--- src/source/max7219_pkg.sv ---
// ============================================================
// MAX7219 UART controller shared definitions
// Widths of bytes, addresses, data and frames, plus the
// state encodings of the receiver and serializer FSMs
// ============================================================
`default_nettype none

package max7219_pkg;

   // ============================================================
   // Widths
   // ============================================================

   // One UART character, 8N1
   typedef logic [7:0] uart_byte_t;

   // MAX7219 register address, only the low nibble is meaningful
   typedef logic [3:0] max_addr_t;

   // MAX7219 register value
   typedef logic [7:0] max_data_t;

   // Bits shifted per MAX7219 frame
   localparam int FRAME_BITS = 16;

   // Frame layout: 4 don't-care zeros, address, data
   typedef logic [FRAME_BITS-1:0] max_frame_t;

   // ============================================================
   // State machines
   // ============================================================

   // UART receiver
   typedef enum logic [1:0] {
      RX_IDLE,
      RX_START,
      RX_DATA,
      RX_STOP
   } rx_state_t;

   // MAX7219 serializer
   typedef enum logic [1:0] {
      SER_IDLE,
      SER_SHIFT,
      SER_LOAD
   } ser_state_t;

endpackage

`default_nettype wire
--- src/source/max7219_uart_ctrl.sv ---
// ============================================================
// MAX7219 UART display controller, top level
// UART receiver, command assembler and serializer in a row
// ============================================================
`timescale 1ns/10ps
`default_nettype none

module max7219_uart_ctrl #(
   parameter int CLKS_PER_BIT  = 16,
   parameter int HALF_PERIOD   = 2,
   parameter int LOAD_DURATION = 4
) (
   input  logic clk,
   input  logic i_reset,
   input  logic i_rx,
   output logic o_max7219_clk,
   output logic o_max7219_data,
   output logic o_max7219_load
);
   import max7219_pkg::*;

   // Receiver to assembler
   uart_byte_t rx_byte;
   logic       rx_byte_valid;

   // Assembler to serializer
   max_frame_t frame;
   logic       frame_valid;
   logic       frame_ready;

   // ============================================================
   // Input side
   // ============================================================
   uart_rx #(
      .CLKS_PER_BIT (CLKS_PER_BIT)
   ) u_uart_rx (
      .clk          (clk),
      .i_reset      (i_reset),
      .i_rx         (i_rx),
      .o_byte       (rx_byte),
      .o_byte_valid (rx_byte_valid)
   );

   // Address and data pairing
   cmd_assembler u_cmd_assembler (
      .clk           (clk),
      .i_reset       (i_reset),
      .i_byte        (rx_byte),
      .i_byte_valid  (rx_byte_valid),
      .o_frame       (frame),
      .o_frame_valid (frame_valid),
      .i_frame_ready (frame_ready)
   );

   // ============================================================
   // Output side
   // ============================================================
   max7219_serializer #(
      .HALF_PERIOD   (HALF_PERIOD),
      .LOAD_DURATION (LOAD_DURATION)
   ) u_max7219_serializer (
      .clk            (clk),
      .i_reset        (i_reset),
      .i_frame        (frame),
      .i_frame_valid  (frame_valid),
      .o_frame_ready  (frame_ready),
      .o_max7219_clk  (o_max7219_clk),
      .o_max7219_data (o_max7219_data),
      .o_max7219_load (o_max7219_load)
   );

endmodule

`default_nettype wire

--- src/source/max7219_serializer.sv ---
// ============================================================
// MAX7219 serializer
// Shifts a 16-bit frame MSB first on the chip clock and data
// lines, then pulses load to latch it
// ============================================================
`timescale 1ns/10ps
`default_nettype none

module max7219_serializer #(
   parameter int HALF_PERIOD   = 2,
   parameter int LOAD_DURATION = 4
) (
   input  logic                    clk,
   input  logic                    i_reset,
   input  max7219_pkg::max_frame_t i_frame,
   input  logic                    i_frame_valid,
   output logic                    o_frame_ready,
   output logic                    o_max7219_clk,
   output logic                    o_max7219_data,
   output logic                    o_max7219_load
);
   import max7219_pkg::*;

   // Counter widths and terminal counts
   localparam int HCNT_W = $clog2(HALF_PERIOD + 1);
   localparam int LCNT_W = $clog2(LOAD_DURATION + 1);
   localparam int BCNT_W = $clog2(FRAME_BITS);
   localparam logic [HCNT_W-1:0] HALF_LAST = HCNT_W'(HALF_PERIOD - 1);
   localparam logic [LCNT_W-1:0] LOAD_LAST = LCNT_W'(LOAD_DURATION - 1);
   localparam logic [BCNT_W-1:0] BIT_LAST  = BCNT_W'(FRAME_BITS - 1);

   ser_state_t        state;
   logic [HCNT_W-1:0] half_cnt;
   logic [LCNT_W-1:0] load_cnt;
   logic [BCNT_W-1:0] bit_cnt;
   max_frame_t        shreg;
   logic              take;
   logic              clk_fall;

   // Frame accepted from the assembler
   assign take = (state == SER_IDLE) && i_frame_valid && o_frame_ready;

   // End of a high half period, the chip clock falls here
   assign clk_fall = (state == SER_SHIFT) && (half_cnt == HALF_LAST) && o_max7219_clk;

   // ============================================================
   // Serializer FSM
   // ============================================================
   always_ff @(posedge clk) begin
      if (i_reset) begin
         state          <= SER_IDLE;
         half_cnt       <= '0;
         load_cnt       <= '0;
         bit_cnt        <= '0;
         o_frame_ready  <= 1'b1;
         o_max7219_clk  <= 1'b0;
         o_max7219_data <= 1'b0;
         o_max7219_load <= 1'b0;
      end else begin
         case (state)
            SER_IDLE: begin
               half_cnt <= '0;
               load_cnt <= '0;
               bit_cnt  <= '0;
               if (take) begin
                  // MSB out first, clock still low
                  o_frame_ready  <= 1'b0;
                  o_max7219_data <= i_frame[FRAME_BITS-1];
                  state          <= SER_SHIFT;
               end else begin
                  // Ready one cycle after load went low
                  o_frame_ready <= 1'b1;
               end
            end
            SER_SHIFT: begin
               if (half_cnt == HALF_LAST) begin
                  half_cnt <= '0;
                  if (!o_max7219_clk) begin
                     // Rising edge, chip samples data
                     o_max7219_clk <= 1'b1;
                  end else begin
                     o_max7219_clk <= 1'b0;
                     if (bit_cnt == BIT_LAST) begin
                        // Last bit done, latch the frame
                        o_max7219_data <= 1'b0;
                        o_max7219_load <= 1'b1;
                        state          <= SER_LOAD;
                     end else begin
                        // Next bit during the low phase
                        o_max7219_data <= shreg[FRAME_BITS-1];
                        bit_cnt        <= bit_cnt + 1'b1;
                     end
                  end
               end else begin
                  half_cnt <= half_cnt + 1'b1;
               end
            end
            SER_LOAD: begin
               if (load_cnt == LOAD_LAST) begin
                  o_max7219_load <= 1'b0;
                  state          <= SER_IDLE;
               end else begin
                  load_cnt <= load_cnt + 1'b1;
               end
            end
            default: state <= SER_IDLE;
         endcase
      end
   end

   // Remaining bits, MSB already on the data line
   always_ff @(posedge clk) begin
      if (take) begin
         shreg <= {i_frame[FRAME_BITS-2:0], 1'b0};
      end else if (clk_fall) begin
         shreg <= {shreg[FRAME_BITS-2:0], 1'b0};
      end
   end

endmodule

`default_nettype wire

--- src/source/cmd_assembler.sv ---
// ============================================================
// Command assembler
// Pairs an address byte with the next data byte and holds
// the resulting MAX7219 frame until the serializer takes it
// ============================================================
`timescale 1ns/10ps
`default_nettype none

module cmd_assembler (
   input  logic                    clk,
   input  logic                    i_reset,
   input  max7219_pkg::uart_byte_t i_byte,
   input  logic                    i_byte_valid,
   output max7219_pkg::max_frame_t o_frame,
   output logic                    o_frame_valid,
   input  logic                    i_frame_ready
);
   import max7219_pkg::*;

   logic       addr_held;
   max_addr_t  addr_reg;
   logic       addr_ok;
   logic       frame_pending;
   logic       take_data;

   // Only registers 0x0 to 0xF exist on the chip
   assign addr_ok = (i_byte[7:4] == 4'h0);

   // Frame still waiting and not leaving on this edge
   assign frame_pending = o_frame_valid && !i_frame_ready;

   // Second byte of a pair that can be accepted
   assign take_data = i_byte_valid && addr_held && !frame_pending;

   // ============================================================
   // Pairing control
   // ============================================================
   always_ff @(posedge clk) begin
      if (i_reset) begin
         addr_held     <= 1'b0;
         o_frame_valid <= 1'b0;
      end else begin
         // Handshake with serializer
         if (o_frame_valid && i_frame_ready) begin
            o_frame_valid <= 1'b0;
         end
         if (i_byte_valid) begin
            if (!addr_held) begin
               // Bad address leaves the flag clear, next byte is an address again
               addr_held <= addr_ok;
            end else begin
               // Data byte closes the pair, dropped if a frame waits
               addr_held <= 1'b0;
               if (take_data) begin
                  o_frame_valid <= 1'b1;
               end
            end
         end
      end
   end

   // Address and frame payload
   always_ff @(posedge clk) begin
      if (i_byte_valid && !addr_held && addr_ok) begin
         addr_reg <= max_addr_t'(i_byte[3:0]);
      end
      if (take_data) begin
         o_frame <= {4'h0, addr_reg, max_data_t'(i_byte)};
      end
   end

endmodule

`default_nettype wire

--- src/source/uart_rx.sv ---
// ============================================================
// UART receiver, 8 data bits, no parity, one stop bit
// Samples each bit at its middle, LSB first, and drops
// false starts and bytes with a low stop bit
// ============================================================
`timescale 1ns/10ps
`default_nettype none

module uart_rx #(
   parameter int CLKS_PER_BIT = 16
) (
   input  logic                    clk,
   input  logic                    i_reset,
   input  logic                    i_rx,
   output max7219_pkg::uart_byte_t o_byte,
   output logic                    o_byte_valid
);
   import max7219_pkg::*;

   // Bit timing counter, wide enough for one full bit
   localparam int CNT_W = $clog2(CLKS_PER_BIT + 1);
   localparam logic [CNT_W-1:0] MID_LAST = CNT_W'(CLKS_PER_BIT / 2 - 1);
   localparam logic [CNT_W-1:0] BIT_LAST = CNT_W'(CLKS_PER_BIT - 1);

   rx_state_t        state;
   logic [CNT_W-1:0] cnt;
   logic [2:0]       bit_idx;
   logic             rx_meta;
   logic             rx_sync;
   uart_byte_t       rx_shift;
   logic             bit_mid;

   // Two flops against metastability, line idles high
   always_ff @(posedge clk) begin
      if (i_reset) begin
         rx_meta <= 1'b1;
         rx_sync <= 1'b1;
      end else begin
         rx_meta <= i_rx;
         rx_sync <= rx_meta;
      end
   end

   // Middle of a data or stop bit
   assign bit_mid = (cnt == BIT_LAST);

   // ============================================================
   // Receiver FSM
   // ============================================================
   always_ff @(posedge clk) begin
      if (i_reset) begin
         state        <= RX_IDLE;
         cnt          <= '0;
         bit_idx      <= '0;
         o_byte_valid <= 1'b0;
      end else begin
         // Strobe lasts one cycle only
         o_byte_valid <= 1'b0;
         case (state)
            RX_IDLE: begin
               cnt     <= '0;
               bit_idx <= '0;
               // Falling edge, possible start bit
               if (!rx_sync) begin
                  state <= RX_START;
               end
            end
            RX_START: begin
               if (cnt == MID_LAST) begin
                  cnt <= '0;
                  // Still low at mid bit, else a glitch
                  state <= rx_sync ? RX_IDLE : RX_DATA;
               end else begin
                  cnt <= cnt + 1'b1;
               end
            end
            RX_DATA: begin
               if (bit_mid) begin
                  cnt     <= '0;
                  bit_idx <= bit_idx + 1'b1;
                  if (bit_idx == 3'd7) begin
                     state <= RX_STOP;
                  end
               end else begin
                  cnt <= cnt + 1'b1;
               end
            end
            RX_STOP: begin
               if (bit_mid) begin
                  cnt <= '0;
                  // Framing error gives no strobe
                  o_byte_valid <= rx_sync;
                  state        <= RX_IDLE;
               end else begin
                  cnt <= cnt + 1'b1;
               end
            end
            default: state <= RX_IDLE;
         endcase
      end
   end

   // Data shift, LSB arrives first so shift towards bit 0
   always_ff @(posedge clk) begin
      if (state == RX_DATA && bit_mid) begin
         rx_shift <= {rx_sync, rx_shift[7:1]};
      end
   end

   assign o_byte = rx_shift;

endmodule

`default_nettype wire

--- config.mk ---
export PLATFORM = sky130hd
export DESIGN_NAME = max7219_uart_ctrl
export DESIGN_NICKNAME = d
export VERILOG_FILES = /design/src/source/max7219_pkg.sv /design/src/source/max7219_uart_ctrl.sv /design/src/source/max7219_serializer.sv /design/src/source/cmd_assembler.sv /design/src/source/uart_rx.sv
export SDC_FILE = /design/constraint.sdc
export NUM_CORES = 1
export LEC_CHECK = 0
export BUFFER_PORTS_ARGS = -buffer_cell sky130_fd_sc_hd__buf_2
export CORE_ASPECT_RATIO = 1.2
export CORE_MARGIN = 10
export CORE_UTILIZATION = 60
export CTS_CLUSTER_DIAMETER = 200
export CTS_CLUSTER_SIZE = 30
export DETAILED_ROUTE_END_ITERATION = 16
export PLACE_DENSITY = 0.77
export SLEW_MARGIN = 10
export SYNTH_ARGS = -nofsm -noshare
export SYNTH_HDL_FRONTEND = slang
export SYNTH_SLANG_ARGS = --single-unit
export TNS_END_PERCENT = 100
--- constraint.sdc ---
create_clock -name clk -period 2.21 [get_ports clk]
set_clock_uncertainty 0.05 [all_clocks]
set_input_delay 0.221 -clock clk [delete_from_list [all_inputs] [get_ports clk]]
set_output_delay 0.221 -clock clk [all_outputs]
set_load 0.05 [all_outputs]
Word-level counts from Yosys, hierarchy flattened
Index checks and enable logic that the tools add are counted.
W data, S select, Z words.

storage, ports and cells
  register bits after elaboration = 69
  logic and storage cells = 128

operators by class
  bitwise logic cells = 2
  muxes and demuxes = 45
  reductions and logical operators = 32
  add/subtract/negate cells = 5
  eq/ne operators = 23

operator list
  kind                   count
  $mux W2                12
  $mux W16               1
  $mux W1                15
  $pmux W5 S3            1
  $reduce_and A5 Y1      3
  $ne A2 B1 Y1 const B   7
  $mux W13               1
  $mux W4                3
  $pmux W3 S2            2
  $logic_and A1 B1 Y1    11
  $mux W5                2
  $ne A2 B2 Y1 const B   5
  $reduce_bool A2 Y1     5
  $pmux W2 S4            1
  $pmux W4 S2            1
  $reduce_and A4 Y1      2
  $add A3 B1 Y3 const B  2
  $eq A2 B1 Y1 const B   3
  $eq A2 B2 Y1 const B   3
  $mux W3                2
  $pmux W2 S3            1
  $reduce_and A2 Y1      3
  $add A5 B1 Y5 const B  1
  $eq A5 B3 Y1 const B   1
  14 further kinds       19

Logic depth before layout (Yosys ltp)
Gate-level depths: netlist of run 1.

  depth in word-level cells = 7
  gate-level depth with buffers = 6
  depth with buffers taken out = 6

Modules after synthesis
A second synthesis of run 1 with hierarchy kept.

second synthesis, totals
  cells, all modules = 229
  area, all modules = 2939.1 µm²

by module, submodules not included
  module              times used  seq. area each (µm²)  cells each  area each (µm²)
  max7219_serializer  1           750.7                 122         1435.1
  uart_rx             1           500.5                 74          875.8
  cmd_assembler       1           520.5                 33          628.1

Worst setup path after synthesis of run 1
Ideal clock, no wire load.

  kind = reg-to-reg
  from = reg u_max7219_serializer.o_max7219_clk
  to = reg u_max7219_serializer.shreg[10] (enable)
  setup time = 0.366 ns
  path buffers = 0
  path slack = 0.396 ns
  cell stages (with the launch flop) = 4
  arrival = 1.398 ns
  path through = dfxtp_1 -> and3b_1 -> nand2_1 -> nand2_1

on the way
  cells in the longest elaborated chain, start to end = 2

ends and longest elaborated chain
  element                       line                       RTL
  start: declaration            max7219_serializer.sv:18   output logic o_max7219_clk,
  start signal: assignment      max7219_serializer.sv:56   o_max7219_clk <= 1'b0;
  start signal: assignment      max7219_serializer.sv:80   o_max7219_clk <= 1'b1;
  start signal: assignment      max7219_serializer.sv:82   o_max7219_clk <= 1'b0;
  $logic_and A1 B1 Y1           max7219_serializer.sv:44   assign clk_fall = (state == SER_SHIFT) && (half_cnt == HALF_LAST) && o_max7219_clk;
  $reduce_bool A2 Y1 (no line)  -
  end signal: assignment        max7219_serializer.sv:114  shreg <= {i_frame[FRAME_BITS-2:0], 1'b0};
  end signal: assignment        max7219_serializer.sv:116  shreg <= {shreg[FRAME_BITS-2:0], 1'b0};
  end: declaration              max7219_serializer.sv:36   max_frame_t shreg;

Every way passes these cells.
A chain may end at the register's enable or synchronous reset.

Final worst setup path of run 1
  from = reg u_max7219_serializer.state[1]
  to = reg u_max7219_serializer.o_max7219_data

on the way
  cells in the longest elaborated chain, start to end = 5
  elaborated cells between the ends (all ways) = 10
  classes of those cells = eq/ne: 4; mux: 1; reduce/logical: 5

ends and longest elaborated chain
  element                            line                                                RTL
  start: declaration                 max7219_serializer.sv:32                            ser_state_t state;
  start signal: assignment           max7219_serializer.sv:51                            state <= SER_IDLE;
  start signal: assignment           max7219_serializer.sv:69                            state <= SER_SHIFT;
  start signal: assignment           max7219_serializer.sv:87                            state <= SER_LOAD;
  $logic_not A2 Y1                   max7219_serializer.sv:41, max7219_serializer.sv:60
  $logic_and A1 B1 Y1 (2 in series)  max7219_serializer.sv:41                            assign take = (state == SER_IDLE) && i_frame_valid && o_frame_ready;
  $ne A2 B1 Y1 (no line)             -
  $reduce_and A4 Y1 (no line)        -
  end signal: assignment             max7219_serializer.sv:68                            o_max7219_data <= i_frame[FRAME_BITS-1];
  end signal: assignment             max7219_serializer.sv:90                            o_max7219_data <= shreg[FRAME_BITS-1];
  end: declaration                   max7219_serializer.sv:19                            output logic o_max7219_data,

Parallel ways exist; a longest one is shown, timed or not.

==> flow_metrics.env, run 1 <==
export IMPL_drcViolationCount=0
export IMPL_ys_flop_type="edfxtp_1"
export IMPL_startpoint_type="register"
export IMPL_p_comb_share_pct=0.9
export IMPL_min_period_over_period_pct=73.88
export IMPL_peakVddDrop_mv=0.4814
export IMPL_routedWlPerCell_um=13.36
export IMPL_num_nets_final=262
export IMPL_syn_to_final_growth_pct=9.437
export IMPL_initial_utilization_pct=63.13
export IMPL_die_w_um=81.59
export IMPL_avgSynthCellArea_um2=11.43
export IMPL_max_freq_mhz=612.4
export IMPL_cts_clk_slew_worst_paths_ns=0.07
export IMPL_required_ns=2.42
export IMPL_dr_pass1_iters=4
export IMPL_vias=1711
export IMPL_overflow=0
export IMPL_worstPathArrival_ns=1.84
export IMPL_postCtsSetupBuffers=0
export IMPL_cts_sinks=69
export IMPL_critical_path_max_fanout=14
export IMPL_hpwl_um=2763
export IMPL_diodes=0
export IMPL_coreArea_mm2=0.004327
export IMPL_tritoncts="yes"
export IMPL_largest_reg_flops=15
export IMPL_routabilityCongestion=0.7870
export IMPL_cts_max_level=3
export IMPL_fin_setup_tns_ns=0
export IMPL_grt_pass1_vias=1706
export IMPL_synth_area_mm2=0.002731
export IMPL_cts_root_buf="clkbuf_8"
export IMPL_cts_buffers=9
export IMPL_p_switching_w=0.0004322
export IMPL_cts_resized_gates=0
export IMPL_clock_latency_ns=0.33
export IMPL_synth_top_area_share_pct=42.88
export IMPL_end_kind="register"
export IMPL_drive_gt1_share_pct=12.84
export IMPL_ys_seq_elements=69
export IMPL_rsz0062_at_grt="no"
export IMPL_synth_distinct_cells=44
export IMPL_ioPinCount=6
export IMPL_antenna_found_initial=0
export IMPL_fin_util_pct=69.09
export IMPL_routed_via_density=5.466
export IMPL_yosysTopAreaCell="edfxtp_1"
export IMPL_p_per_area_mw_per_mm2=742.2
export IMPL_synth_edff_count=39
export IMPL_synth_area_leaders="edfxtp_1 (43%), dfxtp_1 (22%), nand2_1 (6.5%), ha_1 (3.2%), a21oi_1 (3.1%)"
export IMPL_fin_crit_ns=1.633
export IMPL_syn_nets=249
export IMPL_grt_pass1_wl_um=7603
export IMPL_power_leakage_nw=1.138
export IMPL_placementRows=26
export IMPL_place_area_mm2=0.002828
export IMPL_max_cap_violations=0
export IMPL_pwr_share_seq_pct=60.8
export IMPL_numPortBuffers=5
export IMPL_worst_pin_slew_ns=0.4969
export IMPL_drt_iter0_drc=109
export IMPL_cts_buffer_depth=2
export IMPL_setup_violations=0
export IMPL_largest_register="u_max7219_serializer.shreg"
export IMPL_slew_headroom_pct=66.53
export IMPL_yosysSeqAreaShare_pct=64.86
export IMPL_ys_warn_count=0
export IMPL_die_h_um=93.91
export IMPL_wirelength_um=4181
export IMPL_postCtsHoldBufs=0
export IMPL_die_area_mm2=0.007662
export IMPL_final_hold_violation_count=0
export IMPL_place_ws_ns=0.5938
export IMPL_setup_ws_ns=0.5772
export IMPL_synthCells=239
export IMPL_netSwitchingFraction_pct=19.48
export IMPL_grt_max_degree=24
export IMPL_worst_setup_path_type="reg -> reg"
export IMPL_clkPwrFrac_pct=38.3
export IMPL_status="completed"
export IMPL_antenna_left=0
export IMPL_async_flop_share_pct=0
export IMPL_finalInstanceArea_mm2=0.002989
export IMPL_track_usage_pct=12.78
export IMPL_hold_class="in -> reg"
export IMPL_internal_power_w=0.001786
export IMPL_drv_slew=0
==> worst max-delay path: stages, from the launching register on <==
cell	delay (ns)
dfxtp_1	0.40
nor2_1	0.24
and3_1	0.48
o2111ai_1	0.20
a21oi_1	0.19
==> per-stage QoR <==
stage               hold WS [ns]  power, W  instances
global route             0.01354  0.002292        313
detailed placement        0.3475  0.001397        297
finish                   0.01992  0.002218        313
floorplan                 0.2748  0.001391        239
global placement          0.3424  0.001396        297
CTS                     0.009209  0.002234        313
==> cell usage after synthesis, types with 2 or more instances <==
cell type / number
nor2_1: 18
nand3_1: 6
ha_1: 7
edfxtp_1: 39
nand2b_1: 5
inv_1: 7
o21ai_0: 6
xor2_1: 3
a21oi_1: 17
clkbuf_1: 3
buf_2: 5
nor3_1: 2
a211oi_1: 3
nand4_1: 2
nand3b_1: 4
nand2_1: 47
and3_1: 2
a31oi_1: 2
or2_2: 4
and2_1: 4
dfxtp_1: 30
==> logic make-up (layout without fill, tap and decap cells) <==
kind of cell / after synthesis / count (layout) / synth area share, %
AO/OA/AOI/OAI: 37 / 37 / 8.155
buffers and inverters: 15 / 33 / 2.290
flip-flops: 69 / 69 / 64.86
AND/OR/NAND/NOR: 107 / 107 / 20.20
adder cells (fa/ha/maj): 7 / 7 / 3.206
XOR/XNOR: 4 / 4 / 1.283
==> per-layer routing <==
layer  share of wire [%]  track usage [%]  vias to the layer above  routed length [um]
li1                    -                -                      869                   -
met1                  46            15.50                      810                1943
met2                  47            19.20                       20                1967
met3                 3.5            3.927                       12                 145
met4                 3.0            8.097                        0                 125
met5                   0                0                        -                   0
==> power groups by stage <==
stage,registers (W),clock network [W],logic [W]
2_1_floorplan,0.00137,0,0.0000165
3_3_place_gp,0.00138,0,0.0000195
3_5_place_dp,0.00138,0,0.0000196
4_1_cts,0.00135,0.000865,0.0000203
5_1_grt,0.00135,0.000921,0.0000225
6_report,0.00135,0.000849,0.0000202
==> cells in the final DEF (no fill, tap or decap), types with 3 or more instances in the layout <==
cell type / count
a211oi_1: 3
a21oi_1: 17
and2_1: 4
buf_2: 5
buf_4: 5
clkbuf_1: 4
clkbuf_8: 10
dfxtp_1: 30
edfxtp_1: 39
ha_1: 7
inv_1: 7
nand2_1: 47
nand2b_1: 5
nand3_1: 6
nand3b_1: 4
nor2_1: 18
o21ai_0: 6
or2_2: 4
xor2_1: 3
==> layout make-up <==
| class | instances | area (um2) |
|---|---|---|
| sequential | 69 | 1772 |
| fill | 305 | 1338 |
| multi-input combinational | 155 | 897.1 |
| clock buffer | 14 | 152.6 |
| tap | 56 | 70.07 |
| timing repair buffer | 10 | 62.56 |
| inverter | 7 | 26.28 |
| clock inverter | 2 | 8.758 |
==> final timing paths <==
| kind | start | slack, ns | end | cells past startpoint |
|---|---|---|---|---|
| worst max-delay path | u_max7219_serializer.state[1] | 0.58 | u_max7219_serializer.o_max7219_data | 4 |
| worst max register to register | u_max7219_serializer.state[1] | 0.58 | u_max7219_serializer.o_max7219_data | 4 |
| worst min-delay path | i_rx | 0.02 | u_uart_rx.rx_meta | 2 |
| worst min register to register | u_uart_rx.rx_meta | 0.36 | u_uart_rx.rx_sync | 1 |
Note: power is estimated with default switching activity, not from simulation.
==> run 2: changes to the inputs <==
clock period = 1.6 ns   (was 2.21 ns; I/O delays follow)
==> run 2 against run 1 <==
Against the previous run:
- register-to-register slack worse by 0.57 ns
- worst setup slack worse by 0.57 ns
- clock power is 52% higher
- global-route usage fell by 0.11 points
- wire length increased by 5.4%
- largest power group unchanged
- sequential power is 38% higher
- maximum frequency up 2.5%
- die area is the same
- flip-flop and latch count unchanged
- via count up 3.4%
==> flow_metrics.env, run 2 (same netlist as run 1, synthesis figures left out) <==
export IMPL_placementRows=26
export IMPL_die_h_um=93.91
export IMPL_worst_pin_slew_ns=0.4966
export IMPL_power_leakage_nw=1.217
export IMPL_internal_power_w=0.002574
export IMPL_reg2reg_from="u_uart_rx.o_byte[6]"
export IMPL_fin_crit_ns=1.593
export IMPL_final_common_cell="nand2_1"
export IMPL_largest_register="u_max7219_serializer.shreg"
export IMPL_worstSetupEndpoint="u_cmd_assembler.addr_reg[1]"
export IMPL_vias=1769
export IMPL_hold_class="in -> reg"
export IMPL_drv_slew=0
export IMPL_crit_chain="or4_4 -> nor3_4"
export IMPL_slew_headroom_pct=66.55
export IMPL_wirelength_um=4405
export IMPL_syn_to_final_growth_pct=15.85
export IMPL_worstPathArrival_ns=1.56
export IMPL_cts_max_level=3
export IMPL_worst_setup_path_type="reg -> reg"
export IMPL_cts_sinks=69
export IMPL_crit_slowest_cell="or4_4"
export IMPL_cts_clk_slew_worst_paths_ns=0.07
export IMPL_drt_iter0_drc=173
export IMPL_largest_reg_flops=15
export IMPL_cp_top_family="simple AND/OR/NAND/NOR gates"
export IMPL_cts_buffers=9
export IMPL_antenna_left=0
export IMPL_numPortBuffers=5
export IMPL_report_power_total_w=0.003186
export IMPL_cts_buffer_depth=2
export IMPL_grt_max_degree=23
export IMPL_place_ws_ns=-0.04483
export IMPL_final_cell_mix="nand2_1 (46), edfxtp_1 (39), dfxtp_1 (27)"
export IMPL_setup_ws_ns=0.007271
export IMPL_diodes=0
export IMPL_p_per_area_mw_per_mm2=1007
export IMPL_overflow=0
export IMPL_pwr_share_seq_pct=58.5
export IMPL_tritoncts="yes"
export IMPL_clock_latency_ns=0.33
export IMPL_crit_buf_inv=0
export IMPL_num_nets_final=272
export IMPL_required_ns=1.56
export IMPL_drive_gt1_share_pct=20.22
export IMPL_r2r_slack_ns=0.007
export IMPL_routedWlPerCell_um=13.64
export IMPL_hpwl_um=2945
export IMPL_routed_via_density=5.477
export IMPL_timing_rr_end="u_cmd_assembler.addr_reg[1]"
export IMPL_crit_start="u_uart_rx.o_byte[6]"
export IMPL_ioPinCount=6
export IMPL_stdcell_count=323
export IMPL_die_area_mm2=0.007662
export IMPL_cts_root_buf="clkbuf_8"
export IMPL_startpoint_type="register"
export IMPL_grt_pass1_wl_um=7493
export IMPL_cpPeakStageDelay_ns=0.56
export IMPL_antenna_found_initial=0
export IMPL_finalHoldWorstSlack_ns=0.1006
export IMPL_dp_cells=304
export IMPL_max_freq_mhz=627.9
export IMPL_track_usage_pct=12.67
export IMPL_netSwitchingFraction_pct=19.21
export IMPL_status="completed"
export IMPL_rsz0062_at_grt="yes"
export IMPL_cp_num_cells=2
export IMPL_routabilityCongestion=0.7406
export IMPL_max_cap_violations=0
export IMPL_setup_violations=0
export IMPL_die_w_um=81.59
export IMPL_final_hold_violation_count=0
export IMPL_peakVddDrop_mv=0.5594
export IMPL_initial_utilization_pct=63.13
export IMPL_clkPwrFrac_pct=40.5
export IMPL_dr_pass1_iters=4
export IMPL_min_period_over_period_pct=99.55
export IMPL_grt_pass1_vias=1657
export IMPL_drcViolationCount=0
export IMPL_p_switching_w=0.0006120
export IMPL_critical_path_max_fanout=5
export IMPL_ff2ff_path_depth=2
export IMPL_p_comb_share_pct=1.0
export IMPL_end_kind="register"
export IMPL_coreArea_mm2=0.004327
==> run 2: final cells by class <==
| type | instances | area, um2 |
|---|---|---|
| Sequential cell | 69 | 1775 |
| Fill cell | 303 | 1162 |
| Multi-Input combinational cell | 155 | 945.9 |
| Timing Repair Buffer | 20 | 165.2 |
| Clock buffer | 10 | 127.6 |
| Tap cell | 56 | 70.07 |
| Clock inverter | 6 | 53.80 |
| Inverter | 7 | 26.28 |
==> run 2: routing by layer <==
layer	track usage [%]	wire [um]	vias to the layer above
met3	3.448	128	6
met1	15.52	2044	845
met4	7.670	91	0
met5	0	0	-
met2	19.33	2140	22
li1	-	-	896
==> run 2: power by group through the flow <==
| stage | sequential [W] | combinational [W] | clock [W] |
|---|---|---|---|
| floorplan | 0.00190 | 0.0000233 | 0 |
| global placement | 0.00190 | 0.0000290 | 0 |
| detailed placement | 0.00190 | 0.0000294 | 0 |
| CTS | 0.00186 | 0.0000315 | 0.00133 |
| global route | 0.00186 | 0.0000353 | 0.00140 |
| finish | 0.00186 | 0.0000316 | 0.00129 |
==> run 2: worst reg2reg max path, cell delays in order (launching register included) <==
cell	delay, ns
edfxtp_1	0.40
or4_4	0.56
nor3_4	0.27
==> run 2: metrics by stage <==
stage | instance area (um2) | utilization, % | TNS, ns
after floorplan | 2751 | - | 0
after global placement | 2925 | 67.61 | 0
after detailed placement | 2925 | 67.61 | -0.1893
after CTS | 3126 | 72.24 | 0
after global routing | 3164 | 73.13 | -0.1950
final | 3164 | 73.13 | 0
==> run 2: worst min-delay path by stage <==
stage,startpoint,end,slack [ns],depth (start not counted)
3_5_place_dp,i_rx,u_uart_rx.rx_meta,0.30,2
5_1_grt,i_reset,u_max7219_serializer.o_frame_ready,0.13,3
6_report,i_reset,u_max7219_serializer.o_frame_ready,0.10,3
2_1_floorplan,i_rx,u_uart_rx.rx_meta,0.21,1
3_3_place_gp,i_rx,u_uart_rx.rx_meta,0.29,2
4_1_cts,i_reset,u_max7219_serializer.o_frame_ready,0.08,3
==> run 2: timing repair <==
action / 4_1_cts / 5_1_grt
endpoints found under the setup margin: 5 / 14
gates resized for setup: 2 / 7
pin swaps: 0 / 2
hold endpoints to repair: 1 / 0
hold buffers: 1 / 0
setup buffers: 0 / 2
==> run 3: changes to the inputs <==
CORE_UTILIZATION = 55   (was 60)
PLACE_DENSITY = 0.71   (was 0.77)
TNS_END_PERCENT = 30   (was 100)
==> run 3 against run 2 <==
Against the previous run:
- wire length fell by 4.0%
- cell count up 1.2%
- highest routed layer unchanged
- worst setup slack improved by 0.052 ns
- clock power hardly changed
- worst hold slack lost 0.022 ns
- largest cell class unchanged
- largest power group unchanged
==> flow_metrics.env, run 3 (same netlist as run 1, synthesis figures left out) <==
export IMPL_power_leakage_nw=1.196
export IMPL_crit_chain="or4_4 -> nor3_4"
export IMPL_seqCellArea_mm2=0.001773
export IMPL_num_nets_final=272
export IMPL_routedWlPerCell_um=12.93
export IMPL_wirelength_um=4228
export IMPL_cts_buffer_depth=2
export IMPL_cts_max_level=3
export IMPL_stdcell_count=327
export IMPL_die_area_mm2=0.008196
export IMPL_drcViolationCount=0
export IMPL_die_h_um=97.20
export IMPL_worst_pin_slew_ns=0.4879
export IMPL_cts_clk_slew_worst_paths_ns=0.07
export IMPL_report_power_total_w=0.003217
export IMPL_min_to="u_max7219_serializer.o_frame_ready"
export IMPL_largest_reg_flops=15
export IMPL_grt_max_degree=23
export IMPL_antenna_left=0
export IMPL_required_ns=1.57
export IMPL_grt_util_met1_pct=12.77
export IMPL_cts_root_buf="clkbuf_8"
export IMPL_rsz0062_at_grt="yes"
export IMPL_syn_to_final_growth_pct=14.80
export IMPL_drive_gt1_share_pct=19.10
export IMPL_final_cell_mix="nand2_1 (46), edfxtp_1 (39), dfxtp_1 (29)"
export IMPL_cpPeakStageDelay_ns=0.54
export IMPL_largest_register="u_max7219_serializer.shreg"
export IMPL_max_cap_violations=0
export IMPL_coreArea_mm2=0.004870
export IMPL_finalHoldWorstSlack_ns=0.07899
export IMPL_cts_sinks=69
export IMPL_final_hold_violation_count=0
export IMPL_status="completed"
export IMPL_antenna_found_initial=0
export IMPL_dr_pass1_iters=4
export IMPL_hold_class="in -> reg"
export IMPL_cts_buffers=9
export IMPL_ff2ff_path_depth=2
export IMPL_worstPathArrival_ns=1.51
export IMPL_fin_crit_ns=1.541
export IMPL_overflow=0
export IMPL_hpwl_um=2859
export IMPL_p_per_area_mw_per_mm2=1026
export IMPL_timing_rr_end="u_cmd_assembler.addr_reg[0]"
export IMPL_holdPathStages=3
export IMPL_use_met2_pct=15.89
export IMPL_grt_pass1_vias=1580
export IMPL_grt_pass1_wl_um=7051
export IMPL_die_w_um=84.33
export IMPL_met3_usage_pct=4.111
export IMPL_peakVddDrop_mv=0.5815
export IMPL_grt_busiest_layer="met2"
export IMPL_setup_violations=0
export IMPL_r2r_slack_ns=0.06
export IMPL_dp_cells=310
export IMPL_track_usage_pct=10.56
export IMPL_drv_slew=0
export IMPL_min_from="i_reset"
export IMPL_vias=1706
export IMPL_routed_via_density=5.217
export IMPL_min_period_over_period_pct=96.29
export IMPL_final_common_cell="nand2_1"
export IMPL_critical_path_max_fanout=5
export IMPL_diodes=0
export IMPL_max_freq_mhz=649.1
export IMPL_slew_headroom_pct=67.13
export IMPL_crit_slowest_cell="or4_4"
export IMPL_numPortBuffers=5
export IMPL_multi_input_area_um2=938.4
export IMPL_end_kind="register"
export IMPL_startpoint_type="register"
export IMPL_ioPinCount=6
export IMPL_placementRows=28
export IMPL_drt_iter0_drc=131
export IMPL_fill_cells=382
export IMPL_worst_setup_path_type="reg -> reg"
export IMPL_initial_utilization_pct=56.09
export IMPL_clock_latency_ns=0.34
export IMPL_tritoncts="yes"
export IMPL_reg2reg_from="u_uart_rx.o_byte[4]"
export IMPL_routabilityCongestion=0.7419
run 3: cell types whose count changed in the layout (fill, tap and decap cells not counted):
cell,before,now
nor2_2,0,1
a21oi_1,16,17
nor2_1,18,17
dfxtp_2,3,1
nor3b_2,0,1
nor3b_4,1,0
buf_4,12,14
clkinv_2,4,2
clkinvlp_4,0,1
a21oi_2,2,1
dfxtp_1,27,29
clkbuf_1,1,2
buf_12,2,0
run 3: how the worst max path moves through the flow:
stage	from	to	slack (ns)	depth (start not counted)
final	u_uart_rx.o_byte[4]	u_cmd_assembler.addr_reg[0]	0.06	2
after global routing	u_uart_rx.cnt[0]	u_uart_rx.cnt[4]	-0.02	5
after CTS	u_uart_rx.o_byte[5]	u_cmd_assembler.addr_reg[0]	0.0002	2
after detailed placement	u_uart_rx.o_byte[5]	u_cmd_assembler.addr_reg[0]	-0.05	2
after global placement	u_uart_rx.o_byte[5]	u_cmd_assembler.addr_reg[1]	0.01	2
after floorplan	u_uart_rx.cnt[0]	u_uart_rx.o_byte[0]	-0.09	3
run 3: cell type report:
cell class / instances / area share (%)
Clock buffer: 11 / 4.190
Clock inverter: 5 / 1.636
Inverter: 7 / 0.8380
Multi-Input combinational cell: 155 / 29.93
Sequential cell: 69 / 56.54
Tap cell: 60 / 2.394
Timing Repair Buffer: 20 / 4.469
run 3: timing repair:
action | CTS | global route
buffers inserted | 0 | 0
gates resized for setup | 2 | 5
hold buffers | 1 | 0
pin swaps | 0 | 1
endpoints found under the setup margin | 5 | 11
hold endpoints to repair | 1 | 0
run 3: worst max-delay path: cells and delay by family (launching register included):
family | cells | cell delay [ns]
simple gates | 2 | 0.77
flops | 1 | 0.40
run 3: power by group:
part	internal, W	switching, W	total [W]
registers	0.00186	0.00000610	0.00186
clock network	0.000710	0.000613	0.00132
logic	0.0000133	0.0000173	0.0000306
run 3: per-layer routing:
metal	vias to the layer above	wire [um]
li1	889	-
met1	788	2043
met2	20	1968
met3	9	129
met4	0	85
met5	-	0
run 3: through the flow:
stage | setup WS (ns) | area, um2 | setup TNS (ns) | utilization (%)
6_report | 0.05938 | 3136 | 0 | 64.39
5_1_grt | -0.02487 | 3136 | -0.02492 | 64.39
2_1_floorplan | -0.09018 | 2745 | -0.7333 | -
3_3_place_gp | 0.01186 | 2914 | 0 | 59.84
4_1_cts | 0.0002147 | 3115 | 0 | 63.98
3_5_place_dp | -0.04594 | 2914 | -0.1954 | 59.84
